<file path="src/design/isa_pkg.sv">
// Instruction set package: data widths, opcodes, instruction layout and memory size
package isa_pkg;

  // Register file depth and data memory depth in words
  localparam int num_regs  = 32;
  localparam int mem_words = 64;

  // Architectural data word
  typedef logic [31:0] word_t;

  // Register file index
  typedef logic [4:0] reg_idx_t;

  // Raw immediate as it sits in the instruction, two's complement
  typedef logic signed [12:0] imm_t;

  // Data memory word address, low six bits of the effective address
  typedef logic [5:0] mem_addr_t;

  // Operation codes, 4-bit field at the top of the instruction
  typedef enum logic [3:0] {
    op_nop  = 4'd0,
    op_add  = 4'd1,
    op_sub  = 4'd2,
    op_and  = 4'd3,
    op_or   = 4'd4,
    op_xor  = 4'd5,
    op_addi = 4'd6,
    op_lw   = 4'd7,
    op_sw   = 4'd8
  } opcode_t;

  // Instruction word, most significant field first
  // Register ops use rd, rs1, rs2
  // addi and lw use rd, rs1, imm
  // sw stores rs2 at rs1 + imm
  typedef struct packed {
    opcode_t  opcode;
    reg_idx_t rd;
    reg_idx_t rs1;
    reg_idx_t rs2;
    imm_t     imm;
  } instr_t;

endpackage

</file>
<file path="src/design/pipe_pkg.sv">
// Pipeline package: stage records between decode, execute and result, and the retire record
package pipe_pkg;

  // Decode register contents
  typedef struct packed {
    isa_pkg::opcode_t  opcode;
    isa_pkg::reg_idx_t rd;
    // Source values read from the register file
    isa_pkg::word_t    op_a;
    isa_pkg::word_t    op_b;
    // Immediate, already sign extended to a full word
    isa_pkg::word_t    imm_ext;
    // Controls derived from the opcode
    logic              reg_write;
    logic              mem_to_reg;
    logic              mem_write;
  } dec_rec_t;

  // Execution register contents, between the ALU and the memory side
  typedef struct packed {
    isa_pkg::opcode_t  opcode;
    isa_pkg::word_t    imm_ext;
    logic              mem_to_reg;
    logic              reg_write;
    logic              mem_write;
    // Destination register index
    isa_pkg::reg_idx_t dest;
    isa_pkg::word_t    alu_result;
    // Set when alu_result is all zero
    logic              zero;
    // Operand b, written to memory by sw
    isa_pkg::word_t    store_data;
  } exe_rec_t;

  // One record per retired instruction on the output stream
  typedef struct packed {
    isa_pkg::opcode_t  opcode;
    isa_pkg::reg_idx_t rd;
    logic              reg_write;
    // Writeback value, or the stored word for sw
    isa_pkg::word_t    value;
    logic              zero;
  } retire_t;

endpackage

</file>
<file path="src/design/reg_file.sv">
// Register file: 32 words, two asynchronous read ports, one clocked write port
module reg_file (
  input  logic              clk,
  input  logic              rst_n,
  input  isa_pkg::reg_idx_t rs1,
  input  isa_pkg::reg_idx_t rs2,
  output isa_pkg::word_t    rd_a,
  output isa_pkg::word_t    rd_b,
  input  logic              wr_en,
  input  isa_pkg::reg_idx_t wr_idx,
  input  isa_pkg::word_t    wr_data
);

  // Register storage
  isa_pkg::word_t regs [isa_pkg::num_regs];

  // Clear on reset, then one write per edge
  always_ff @(posedge clk)
  begin
    if (!rst_n)
    begin
      for (int i = 0; i < isa_pkg::num_regs; i++)
      begin
        regs[i] <= '0;
      end
    end
    else if (wr_en && (wr_idx != '0))
    begin
      // Index zero never takes a write
      regs[wr_idx] <= wr_data;
    end
  end

  // Reads are combinational
  // A write lands at the edge, so a reader sees it the cycle after
  // Register zero stays zero since it is cleared and never written
  assign rd_a = regs[rs1];
  assign rd_b = regs[rs2];

endmodule

</file>
<file path="src/design/decode_stage.sv">
// Decode stage: instruction intake, field split, operand read, hazard interlock, decode register
module decode_stage (
  input  logic               clk,
  input  logic               rst_n,
  input  logic               in_valid,
  input  isa_pkg::instr_t    in_instr,
  output logic               in_ready,
  input  logic               advance,
  output isa_pkg::reg_idx_t  rs1,
  output isa_pkg::reg_idx_t  rs2,
  input  isa_pkg::word_t     rd_a,
  input  isa_pkg::word_t     rd_b,
  input  logic               exe_valid,
  input  pipe_pkg::exe_rec_t exe_rec,
  output logic               dec_valid,
  output pipe_pkg::dec_rec_t dec_rec
);

  // Opcode derived controls
  logic           use_rs1;
  logic           use_rs2;
  logic           reg_write;
  logic           mem_to_reg;
  logic           mem_write;
  // Interlock terms
  logic           dec_pending;
  logic           exe_pending;
  logic           rs1_busy;
  logic           rs2_busy;
  logic           hazard;
  // Intake enable, set one cycle after reset
  logic           started;
  logic           take;
  isa_pkg::word_t imm_ext;

  // Source indices go straight to the register file
  assign rs1 = in_instr.rs1;
  assign rs2 = in_instr.rs2;

  // Sign extend 13 bits to a word
  assign imm_ext = {{19{in_instr.imm[12]}}, in_instr.imm};

  // Control decode, unknown opcodes behave as nop
  always_comb
  begin
    use_rs1    = 1'b0;
    use_rs2    = 1'b0;
    reg_write  = 1'b0;
    mem_to_reg = 1'b0;
    mem_write  = 1'b0;
    case (in_instr.opcode)
      isa_pkg::op_add, isa_pkg::op_sub, isa_pkg::op_and,
      isa_pkg::op_or, isa_pkg::op_xor:
      begin
        use_rs1   = 1'b1;
        use_rs2   = 1'b1;
        reg_write = 1'b1;
      end
      isa_pkg::op_addi:
      begin
        use_rs1   = 1'b1;
        reg_write = 1'b1;
      end
      isa_pkg::op_lw:
      begin
        use_rs1    = 1'b1;
        reg_write  = 1'b1;
        mem_to_reg = 1'b1;
      end
      // Base in rs1, data in rs2
      isa_pkg::op_sw:
      begin
        use_rs1   = 1'b1;
        use_rs2   = 1'b1;
        mem_write = 1'b1;
      end
      default:
      begin
        use_rs1 = 1'b0;
      end
    endcase
  end

  // Writes still in flight, register zero never counts
  assign dec_pending = dec_valid && dec_rec.reg_write && (dec_rec.rd != '0);
  assign exe_pending = exe_valid && exe_rec.reg_write && (exe_rec.dest != '0);

  assign rs1_busy = (dec_pending && (dec_rec.rd == rs1)) || (exe_pending && (exe_rec.dest == rs1));
  assign rs2_busy = (dec_pending && (dec_rec.rd == rs2)) || (exe_pending && (exe_rec.dest == rs2));

  // Only sources the opcode reads can stall it
  assign hazard = (use_rs1 && rs1_busy) || (use_rs2 && rs2_busy);

  assign in_ready = started && advance && !hazard;
  assign take     = in_valid && in_ready;

  always_ff @(posedge clk)
  begin
    if (!rst_n)
    begin
      started <= 1'b0;
    end
    else
    begin
      started <= 1'b1;
    end
  end

  // Decode register, holds while the pipeline is stalled
  always_ff @(posedge clk)
  begin
    if (!rst_n)
    begin
      dec_valid <= 1'b0;
      dec_rec   <= '0;
    end
    else if (advance)
    begin
      // Bubble when nothing transfers
      dec_valid <= take;
      if (take)
      begin
        dec_rec.opcode     <= in_instr.opcode;
        dec_rec.rd         <= in_instr.rd;
        dec_rec.op_a       <= rd_a;
        dec_rec.op_b       <= rd_b;
        dec_rec.imm_ext    <= imm_ext;
        dec_rec.reg_write  <= reg_write;
        dec_rec.mem_to_reg <= mem_to_reg;
        dec_rec.mem_write  <= mem_write;
      end
    end
  end

endmodule

</file>
<file path="src/design/execute_stage.sv">
// Execute stage: ALU and the execution register feeding the memory and writeback side
module execute_stage (
  input  logic               clk,
  input  logic               rst_n,
  input  logic               advance,
  input  logic               dec_valid,
  input  pipe_pkg::dec_rec_t dec_rec,
  output logic               exe_valid,
  output pipe_pkg::exe_rec_t exe_rec
);

  // ALU output and its zero flag
  isa_pkg::word_t alu_result;
  logic           alu_zero;

  // ALU
  always_comb
  begin
    case (dec_rec.opcode)
      isa_pkg::op_add:
      begin
        alu_result = dec_rec.op_a + dec_rec.op_b;
      end
      isa_pkg::op_sub:
      begin
        alu_result = dec_rec.op_a - dec_rec.op_b;
      end
      isa_pkg::op_and:
      begin
        alu_result = dec_rec.op_a & dec_rec.op_b;
      end
      isa_pkg::op_or:
      begin
        alu_result = dec_rec.op_a | dec_rec.op_b;
      end
      isa_pkg::op_xor:
      begin
        alu_result = dec_rec.op_a ^ dec_rec.op_b;
      end
      // Immediate add, also the effective address of lw and sw
      isa_pkg::op_addi, isa_pkg::op_lw, isa_pkg::op_sw:
      begin
        alu_result = dec_rec.op_a + dec_rec.imm_ext;
      end
      // nop and unknown opcodes
      default:
      begin
        alu_result = '0;
      end
    endcase
  end

  assign alu_zero = (alu_result == '0);

  // Execution register, every field moves together on advance
  always_ff @(posedge clk)
  begin
    if (!rst_n)
    begin
      exe_valid <= 1'b0;
      exe_rec   <= '0;
    end
    else if (advance)
    begin
      exe_valid             <= dec_valid;
      exe_rec.opcode        <= dec_rec.opcode;
      exe_rec.imm_ext       <= dec_rec.imm_ext;
      exe_rec.mem_to_reg    <= dec_rec.mem_to_reg;
      exe_rec.reg_write     <= dec_rec.reg_write;
      exe_rec.mem_write     <= dec_rec.mem_write;
      exe_rec.dest          <= dec_rec.rd;
      exe_rec.alu_result    <= alu_result;
      exe_rec.zero          <= alu_zero;
      // Operand b rides along as sw data
      exe_rec.store_data    <= dec_rec.op_b;
    end
  end

endmodule

</file>
<file path="src/design/result_stage.sv">
// Result stage: data memory access, register writeback and the retire output register
module result_stage (
  input  logic               clk,
  input  logic               rst_n,
  input  logic               advance,
  input  logic               exe_valid,
  input  pipe_pkg::exe_rec_t exe_rec,
  output logic               wr_en,
  output isa_pkg::reg_idx_t  wr_idx,
  output isa_pkg::word_t     wr_data,
  output logic               out_valid,
  output pipe_pkg::retire_t  out_rec
);

  // Data memory
  isa_pkg::word_t    mem [isa_pkg::mem_words];
  isa_pkg::mem_addr_t mem_addr;
  isa_pkg::word_t    load_data;
  logic              store_en;
  // Value written back, and the value reported on retire
  isa_pkg::word_t    wb_data;
  isa_pkg::word_t    retire_value;

  // Word address wraps on the low six bits
  assign mem_addr  = exe_rec.alu_result[5:0];
  assign load_data = mem[mem_addr];

  // Store and writeback only fire when the record actually leaves
  assign store_en = advance && exe_valid && exe_rec.mem_write;

  always_ff @(posedge clk)
  begin
    if (!rst_n)
    begin
      for (int i = 0; i < isa_pkg::mem_words; i++)
      begin
        mem[i] <= '0;
      end
    end
    else if (store_en)
    begin
      mem[mem_addr] <= exe_rec.store_data;
    end
  end

  // lw takes the memory word, everything else the ALU result
  assign wb_data = exe_rec.mem_to_reg ? load_data : exe_rec.alu_result;

  // Register file write port
  assign wr_en   = advance && exe_valid && exe_rec.reg_write;
  assign wr_idx  = exe_rec.dest;
  assign wr_data = wb_data;

  // sw reports the word it stored
  assign retire_value = exe_rec.mem_write ? exe_rec.store_data : wb_data;

  // Retire register, held while out_ready is low
  always_ff @(posedge clk)
  begin
    if (!rst_n)
    begin
      out_valid <= 1'b0;
      out_rec   <= '0;
    end
    else if (advance)
    begin
      out_valid         <= exe_valid;
      out_rec.opcode    <= exe_rec.opcode;
      out_rec.rd        <= exe_rec.dest;
      out_rec.reg_write <= exe_rec.reg_write;
      out_rec.value     <= retire_value;
      // Flag from the ALU, not recomputed from value
      out_rec.zero      <= exe_rec.zero;
    end
  end

endmodule

</file>
<file path="src/design/core_top.sv">
// Core top: three-stage pipeline slice with register file and global advance
module core_top (
  input  logic              clk,
  input  logic              rst_n,
  input  logic              in_valid,
  input  isa_pkg::instr_t   in_instr,
  output logic              in_ready,
  output logic              out_valid,
  output pipe_pkg::retire_t out_rec,
  input  logic              out_ready
);

  // Whole pipeline moves when the retire slot is free or draining
  logic               advance;
  // Register file ports
  isa_pkg::reg_idx_t  rs1;
  isa_pkg::reg_idx_t  rs2;
  isa_pkg::word_t     rd_a;
  isa_pkg::word_t     rd_b;
  logic               wr_en;
  isa_pkg::reg_idx_t  wr_idx;
  isa_pkg::word_t     wr_data;
  // Stage records
  logic               dec_valid;
  pipe_pkg::dec_rec_t dec_rec;
  logic               exe_valid;
  pipe_pkg::exe_rec_t exe_rec;

  assign advance = !out_valid || out_ready;

  decode_stage u_decode (
    .clk       (clk),
    .rst_n     (rst_n),
    .in_valid  (in_valid),
    .in_instr  (in_instr),
    .in_ready  (in_ready),
    .advance   (advance),
    .rs1       (rs1),
    .rs2       (rs2),
    .rd_a      (rd_a),
    .rd_b      (rd_b),
    .exe_valid (exe_valid),
    .exe_rec   (exe_rec),
    .dec_valid (dec_valid),
    .dec_rec   (dec_rec)
  );

  execute_stage u_execute (
    .clk       (clk),
    .rst_n     (rst_n),
    .advance   (advance),
    .dec_valid (dec_valid),
    .dec_rec   (dec_rec),
    .exe_valid (exe_valid),
    .exe_rec   (exe_rec)
  );

  result_stage u_result (
    .clk       (clk),
    .rst_n     (rst_n),
    .advance   (advance),
    .exe_valid (exe_valid),
    .exe_rec   (exe_rec),
    .wr_en     (wr_en),
    .wr_idx    (wr_idx),
    .wr_data   (wr_data),
    .out_valid (out_valid),
    .out_rec   (out_rec)
  );

  reg_file u_regs (
    .clk     (clk),
    .rst_n   (rst_n),
    .rs1     (rs1),
    .rs2     (rs2),
    .rd_a    (rd_a),
    .rd_b    (rd_b),
    .wr_en   (wr_en),
    .wr_idx  (wr_idx),
    .wr_data (wr_data)
  );

endmodule

</file>
<file path="config.mk">
export PLATFORM = sky130hd
export DESIGN_NAME = core_top
export DESIGN_NICKNAME = d
export VERILOG_FILES = /design/src/design/isa_pkg.sv /design/src/design/pipe_pkg.sv /design/src/design/reg_file.sv /design/src/design/decode_stage.sv /design/src/design/execute_stage.sv /design/src/design/result_stage.sv /design/src/design/core_top.sv
export SDC_FILE = /design/constraint.sdc
export NUM_CORES = 2
export LEC_CHECK = 0
export BUFFER_PORTS_ARGS = -buffer_cell sky130_fd_sc_hd__buf_2
export CAP_MARGIN = 0
export CORE_UTILIZATION = 60
export CTS_BUF_LIST = sky130_fd_sc_hd__clkbuf_8
export DETAILED_ROUTE_END_ITERATION = 7
export PLACE_DENSITY = 0.76
export SYNTH_ARGS = -nofsm -noshare
export SYNTH_HDL_FRONTEND = slang
export SYNTH_SLANG_ARGS = --single-unit
</file>
<file path="constraint.sdc">
create_clock -name clk -period 6.4 [get_ports clk]
set_clock_uncertainty 0.05 [all_clocks]
set_input_delay 0.32 -clock clk [delete_from_list [all_inputs] [get_ports clk]]
set_output_delay 0.32 -clock clk [all_outputs]
set_load 0.02 [all_outputs]
</file>
# ---- After elaboration in Yosys (flattened, before gate mapping)
# Memory sizes are Yosys's and may differ from the RTL's. A register that Yosys moved wholly into a read port is not among the register bits.
# Cells that the tools add are included.
dict set report totals {
  out_inout_bits 45
  regBits 149
  mem_bits_rw 3072
  memories 2
  input_bits 36
}
dict set report op_classes {
  n_bitwise 3
  add_sub_neg 3
  n_eq_ne 20
  n_mux 24
  reduce_logical 35
}
# memory words word_bits read_ports rd_ports_with_merged_regs write_ports line
set mem_list {}
lappend mem_list {u_result.mem 64 32 1 1 64 result_stage.sv:16} ;# isa_pkg::word_t mem [isa_pkg::mem_words];
lappend mem_list {u_regs.regs 32 32 2 2 32 reg_file.sv:15} ;# isa_pkg::word_t regs [isa_pkg::num_regs];
# operator n
set op_table {}
lappend op_table {{32-bit one-hot mux with 6 select lines} 1}
lappend op_table {{32-bit two-way mux} 4}
lappend op_table {{32-bit adder} 2}
lappend op_table {{32-bit OR reduction} 2}
lappend op_table {{32-bit bitwise AND} 1}
lappend op_table {{4-bit by 3-bit == test with 1-bit output (second input constant)} 8}
lappend op_table {{32-bit logical NOT} 1}
lappend op_table {{32-bit OR} 1}
lappend op_table {{32-bit subtractor} 1}
lappend op_table {{32-bit bitwise XOR} 1}
lappend op_table {{5-bit == test} 4}
lappend op_table {{6-bit two-way mux} 3}
lappend op_table {{1-bit logical AND} 17}
lappend op_table {{4-bit by 2-bit == test with 1-bit output (second input constant)} 4}
lappend op_table {{1-bit two-way mux} 15}
lappend op_table {{5-bit nonzero test} 2}
lappend op_table {{4-bit by 1-bit == test with 1-bit output (second input constant)} 2}
lappend op_table {{4-bit == test (second input constant)} 2}
lappend op_table {{8-bit OR reduction} 1}
lappend op_table {{7-bit OR reduction} 1}
lappend op_table {{6-bit OR reduction} 1}
lappend op_table {{5-bit two-way mux} 1}
lappend op_table {{1-bit logical NOT} 4}
lappend op_table {{1-bit logical OR} 4}
lappend op_table {{2 further kinds} 2}

# ---- Longest topological paths before layout
dict set report logic_depth {
  ltp_word 10
  mapped_depth 21
  depth_no_buf 21
}

# ---- Modules after synthesis
# Synthesis repeated with hierarchy kept, for this count alone.
dict set report unflattened {
  hier_cells 13148
  area_unflattened_um2 164449.0
}
# module cells_each area_each_um2 n_inst
set by_module_without_submodules {}
lappend by_module_without_submodules {result_stage 7015 95977.0 1}
lappend by_module_without_submodules {reg_file 4609 55715.9 1}
lappend by_module_without_submodules {execute_stage 1056 8488.1 1}
lappend by_module_without_submodules {decode_stage 467 4261.6 1}
lappend by_module_without_submodules {core_top 1 6.3 1}

# ---- Worst setup path before layout
# Ideal clock, no wire load.
dict set report synth_path {
  kind {register to register}
  start {register u_decode.dec_rec[38] (netlist name)}
  end {register u_execute.exe_rec[32] (netlist name)}
  synth_period_minus_slack_ps 5107
  arrival_time_ps 4983
  setup_time_ps 74
  path_buffers 0
  slack_ps 1293
  stages_incl_launch_ff 19
  t_required_ps 6276
  cell_sequence {dfxtp_1 > or4_4 > nand3b_4 > or3_4 > or3_2 > or3_1 > a221o_1 > ha_1 > nand2_1 > o21ai_0 > or4_1 > nor3_1 > nor2_1 > a211oi_1 > o21ai_0 > xor2_1 > a222oi_1 > nand3_1 > o21ai_0}
}
dict set report synth_via {
  elab_chain_cells 3
  elab_cells_between_ends 7
  classes_between {2 x add/sub; 1 x mux; 3 x bitwise; 1 x reduce/logical}
}
# item line
set synth_rtl {}
lappend synth_rtl {{32-bit subtractor, or another cell as far along} execute_stage.sv:26} ;# alu_result = dec_rec.op_a - dec_rec.op_b;
lappend synth_rtl {{32-bit one-hot mux with 6 select lines (*)} execute_stage.sv:19} ;# case (dec_rec.opcode)
lappend synth_rtl {{32-bit logical NOT (*)} execute_stage.sv:53} ;# assign alu_zero = (alu_result == '0);
# Every way passes the cells marked *; elsewhere a longest branch is shown, timed or not.
# A chain may end at the register's enable or synchronous reset.

# ---- Final worst setup path
dict set report layout_path {
  start {register u_decode.dec_rec[38] (netlist name)}
  end {register u_execute.exe_rec[32] (netlist name)}
}
dict set report layout_via {
  elab_chain_cells 3
  elab_cells_between_ends 7
  classes_between {2 x add/sub; 1 x mux; 3 x bitwise; 1 x reduce/logical}
}
# item line
set layout_rtl {}
lappend layout_rtl {{32-bit subtractor, or another cell as far along} execute_stage.sv:26}
lappend layout_rtl {{32-bit one-hot mux with 6 select lines (*)} execute_stage.sv:19}
lappend layout_rtl {{32-bit logical NOT (*)} execute_stage.sv:53}
# Marked as above.

==> impl_metrics.env <==
export IMPL_status="complete, no violations"
export IMPL_grt_max_degree=149
export IMPL_slowest_stage="or4_4"
export IMPL_timing_final_crit_share_pct=92.3
export IMPL_cts_buffers=547
export IMPL_antenna_found_initial=37
export IMPL_critPathMaxFanout=5
export IMPL_regArea_mm2=0.0967
export IMPL_hpwl_mm=284
export IMPL_cp_num_buf_inv=0
export IMPL_synthTopCellsByCount="edfxtp_1 (3072), and2_1 (2051), mux4_2 (1312)"
export IMPL_rows=187
export IMPL_clock_sinks=3291
export IMPL_cp_start_kind="flop"
export IMPL_slowest_delay_ns=0.56
export IMPL_critPathKind="flop to flop"
export IMPL_synth_ff_type="edfxtp_1"
export IMPL_syn_area_per_cell_um2=15.2
export IMPL_p_leak_nw=59.9
export IMPL_yosys_top_cells_area="edfxtp_1 (59%), mux4_2 (19%), and2_1 (8.2%)"
export IMPL_synth_edf_count=3072
export IMPL_initialDrtViolationCount=14600
export IMPL_h_tree_depth=6
export IMPL_gr_total_overflow=0
export IMPL_synth_seq_cells=3291
export IMPL_clock_path_buffers=4
export IMPL_wirelength_mm=483
export IMPL_rr_worst_depth=18
export IMPL_grt_setup_unrepaired="false"
export IMPL_synth_top_cell_area_share_pct=59.0
export IMPL_start_util_pct=60.3
export IMPL_multi_input_area_mm2=0.0570
export IMPL_ff2ff_setup_slack_ns=0.49
export IMPL_grt_total_usage_pct=36.8
export IMPL_ant_nets=0
export IMPL_finalPower_w=0.0463
export IMPL_maxSlewHeadroom_pct=3.31
export IMPL_setup_viol=0
export IMPL_syn_area_mm2=0.156
export IMPL_fin_nets=10400
export IMPL_async_flop_share_pct=0
export IMPL_cap_violations=0
export IMPL_crit_arrival_ns=6.86
export IMPL_portBuffers=80
export IMPL_vias=96600
export IMPL_fin_crit_ns=5.91
export IMPL_min_path_cells=5
export IMPL_synth_top_area_cell="edfxtp_1"
export IMPL_grt_pass1_wl_mm=685
export IMPL_worstHoldStart="out_ready"
export IMPL_io_pins=81
export IMPL_die_area_mm2=0.263
export IMPL_clk_latency_ns=1.10
export IMPL_layout_drive_gt1_share_pct=25.3
export IMPL_setup_tns_ns=0
export IMPL_grt_pass1_vias=97200
export IMPL_dieHeight_um=512
export IMPL_drtPass1Iterations=8
export IMPL_vias_per_cell=6.85
export IMPL_hold_ws_ns=0.0696
export IMPL_hold_viol_final=0
export IMPL_worst_setup_path_end_kind="flop"
export IMPL_path_cells="or4_4 -> nand3b_4 -> or3_4 -> or3_2 -> or3_1 -> a221o_1 -> ha_1 -> nand2_1 -> o21ai_0 -> or4_1 -> nor3_1 -> nor2_1 -> a211oi_1 -> o21ai_0 -> xor2_1 -> a222oi_1 -> nand3_1 -> o21ai_0"
export IMPL_synth_most_common_cell="edfxtp_1"
export IMPL_synth_distinct_cells=70
export IMPL_power_density_mw_per_mm2=269
export IMPL_fillers=17500
export IMPL_die_width_um=512
export IMPL_seq_area_frac_synth_pct=61.8
export IMPL_area_growth_pct=10.1
export IMPL_hp_class="input pin to flop"
export IMPL_critical_path_top_delay_family="simple AND/OR/NAND/NOR gates"
export IMPL_yosys_warnings=0
export IMPL_crit_top_cell="o21ai_0"
export IMPL_r2r_start="u_decode.dec_rec[38]$_SDFFE_PN0P_"
export IMPL_postSynthCellCount=10300
export IMPL_vdd_ir_drop_worst_v=0.000211
export IMPL_cts_tree="done"
export IMPL_rr_endpoint="u_execute.exe_rec[32]$_SDFFE_PN0N_"
export IMPL_finalMaxSlewViolations=0
export IMPL_core_area_mm2=0.259
export IMPL_avgRoutedWirePerCell_um=34.3
export IMPL_max_freq_ghz=0.169
export IMPL_clkTransAtPathRegs_ns=0.06
export IMPL_routabilityCongestion=0.919
export IMPL_root_buffer="clkbuf_8"
export IMPL_required_ns=7.35
export IMPL_drc=0
export IMPL_worstHoldEndpoint="u_execute.exe_rec[68]$_SDFFE_PN0N_"
export IMPL_worst_pin_slew_ns=1.45
[final cells by class]
type | instances | area share, %
repair buffers | 489 | 2.32
clock buffers | 575 | 4.60
well taps | 3402 | 2.47
flip-flops and latches | 3291 | 56.2
clock inverters | 363 | 1.07
diodes | 15 | 0.0218
inverters | 72 | 0.161
multi-input cells | 5889 | 33.1
[worst max path at each step]
stage	startpoint	to	cells past startpoint
2_1_floorplan	u_decode.dec_rec[38]$_SDFFE_PN0P_	u_execute.exe_rec[32]$_SDFFE_PN0N_	18
4_1_cts	u_decode.dec_rec[38]$_SDFFE_PN0P_	u_execute.exe_rec[32]$_SDFFE_PN0N_	18
6_report	u_decode.dec_rec[38]$_SDFFE_PN0P_	u_execute.exe_rec[32]$_SDFFE_PN0N_	18
5_1_grt	u_decode.dec_rec[38]$_SDFFE_PN0P_	u_execute.exe_rec[32]$_SDFFE_PN0N_	18
3_3_place_gp	u_decode.dec_rec[38]$_SDFFE_PN0P_	u_execute.exe_rec[32]$_SDFFE_PN0N_	18
3_5_place_dp	u_decode.dec_rec[38]$_SDFFE_PN0P_	u_execute.exe_rec[32]$_SDFFE_PN0N_	18
[report_power, final]
| part | switching [W] | internal (W) |
|---|---|---|
| logic | 0.00279 | 0.00166 |
| registers | 0.000439 | 0.0242 |
| clock network | 0.00869 | 0.00852 |
[timing repair]
item                                   in CTS  in global routing
setup buffers                               0                  0
endpoints found under the hold margin      91                  0
resized for setup                           0                  0
hold buffers                               43                  0
[cells by family after synthesis]
family	share of synthesized area (%)
adders and majority gates	0.829
muxes	19.7
other	0.00240
xor gates and xnor gates	0.252
DFF	61.8
buffers and inverters	2.74
and+or+nand+nor	12.5
AOI/OAI and AO/OA	2.14
[cell usage in the layout (no fill, tap or decap), drive strengths merged, types with 180 or more instances in the layout]
cell type  synthesis  final
dfxtp            219    219
buf              123    446
nor2            1256   1256
edfxtp          3072   3072
clkbuf           947    575
and2            2053   2053
nand2            266    266
o21ai            180    180
mux4            1312   1312
inv               72    289
[worst min-delay path, cell delays in order]
cell           delay, ns
dlygate4sd3_1       0.52
buf_2               0.14
nor2b_4             0.06
nand2_1             0.06
a21oi_1             0.05
[sequential cells by signal, indices dropped and copies added (netlist names), named ones only]
name / cells
u_decode.dec_rec: 89
u_decode.dec_valid: 1
u_decode.started: 1
u_execute.exe_rec: 77
u_execute.exe_valid: 1
u_regs.regs: 1024
u_result.mem: 2048
u_result.out_rec: 43
u_result.out_valid: 1
[stage by stage]
stage | util, % | cell area (µm²) | instances | setup WS (ns)
floorplan | - | 156000 | 10300 | 1.29
global placement | 62.4 | 162000 | 13100 | 0.479
detailed placement | 62.4 | 162000 | 13100 | 0.538
CTS | 66.4 | 172000 | 14100 | 0.540
global route | 66.4 | 172000 | 14100 | 0.239
finish | 66.4 | 172000 | 14100 | 0.491
[routing by layer]
metal	global-route usage, %	part of all wire [%]	vias to the layer above
met4	22.6	7.2	40
met2	57.9	47	7449
met1	45.5	32	49000
met3	10.5	13	1596
li1	-	-	38500
met5	0	0.059	-
Power figures use the tool's default switching activity.
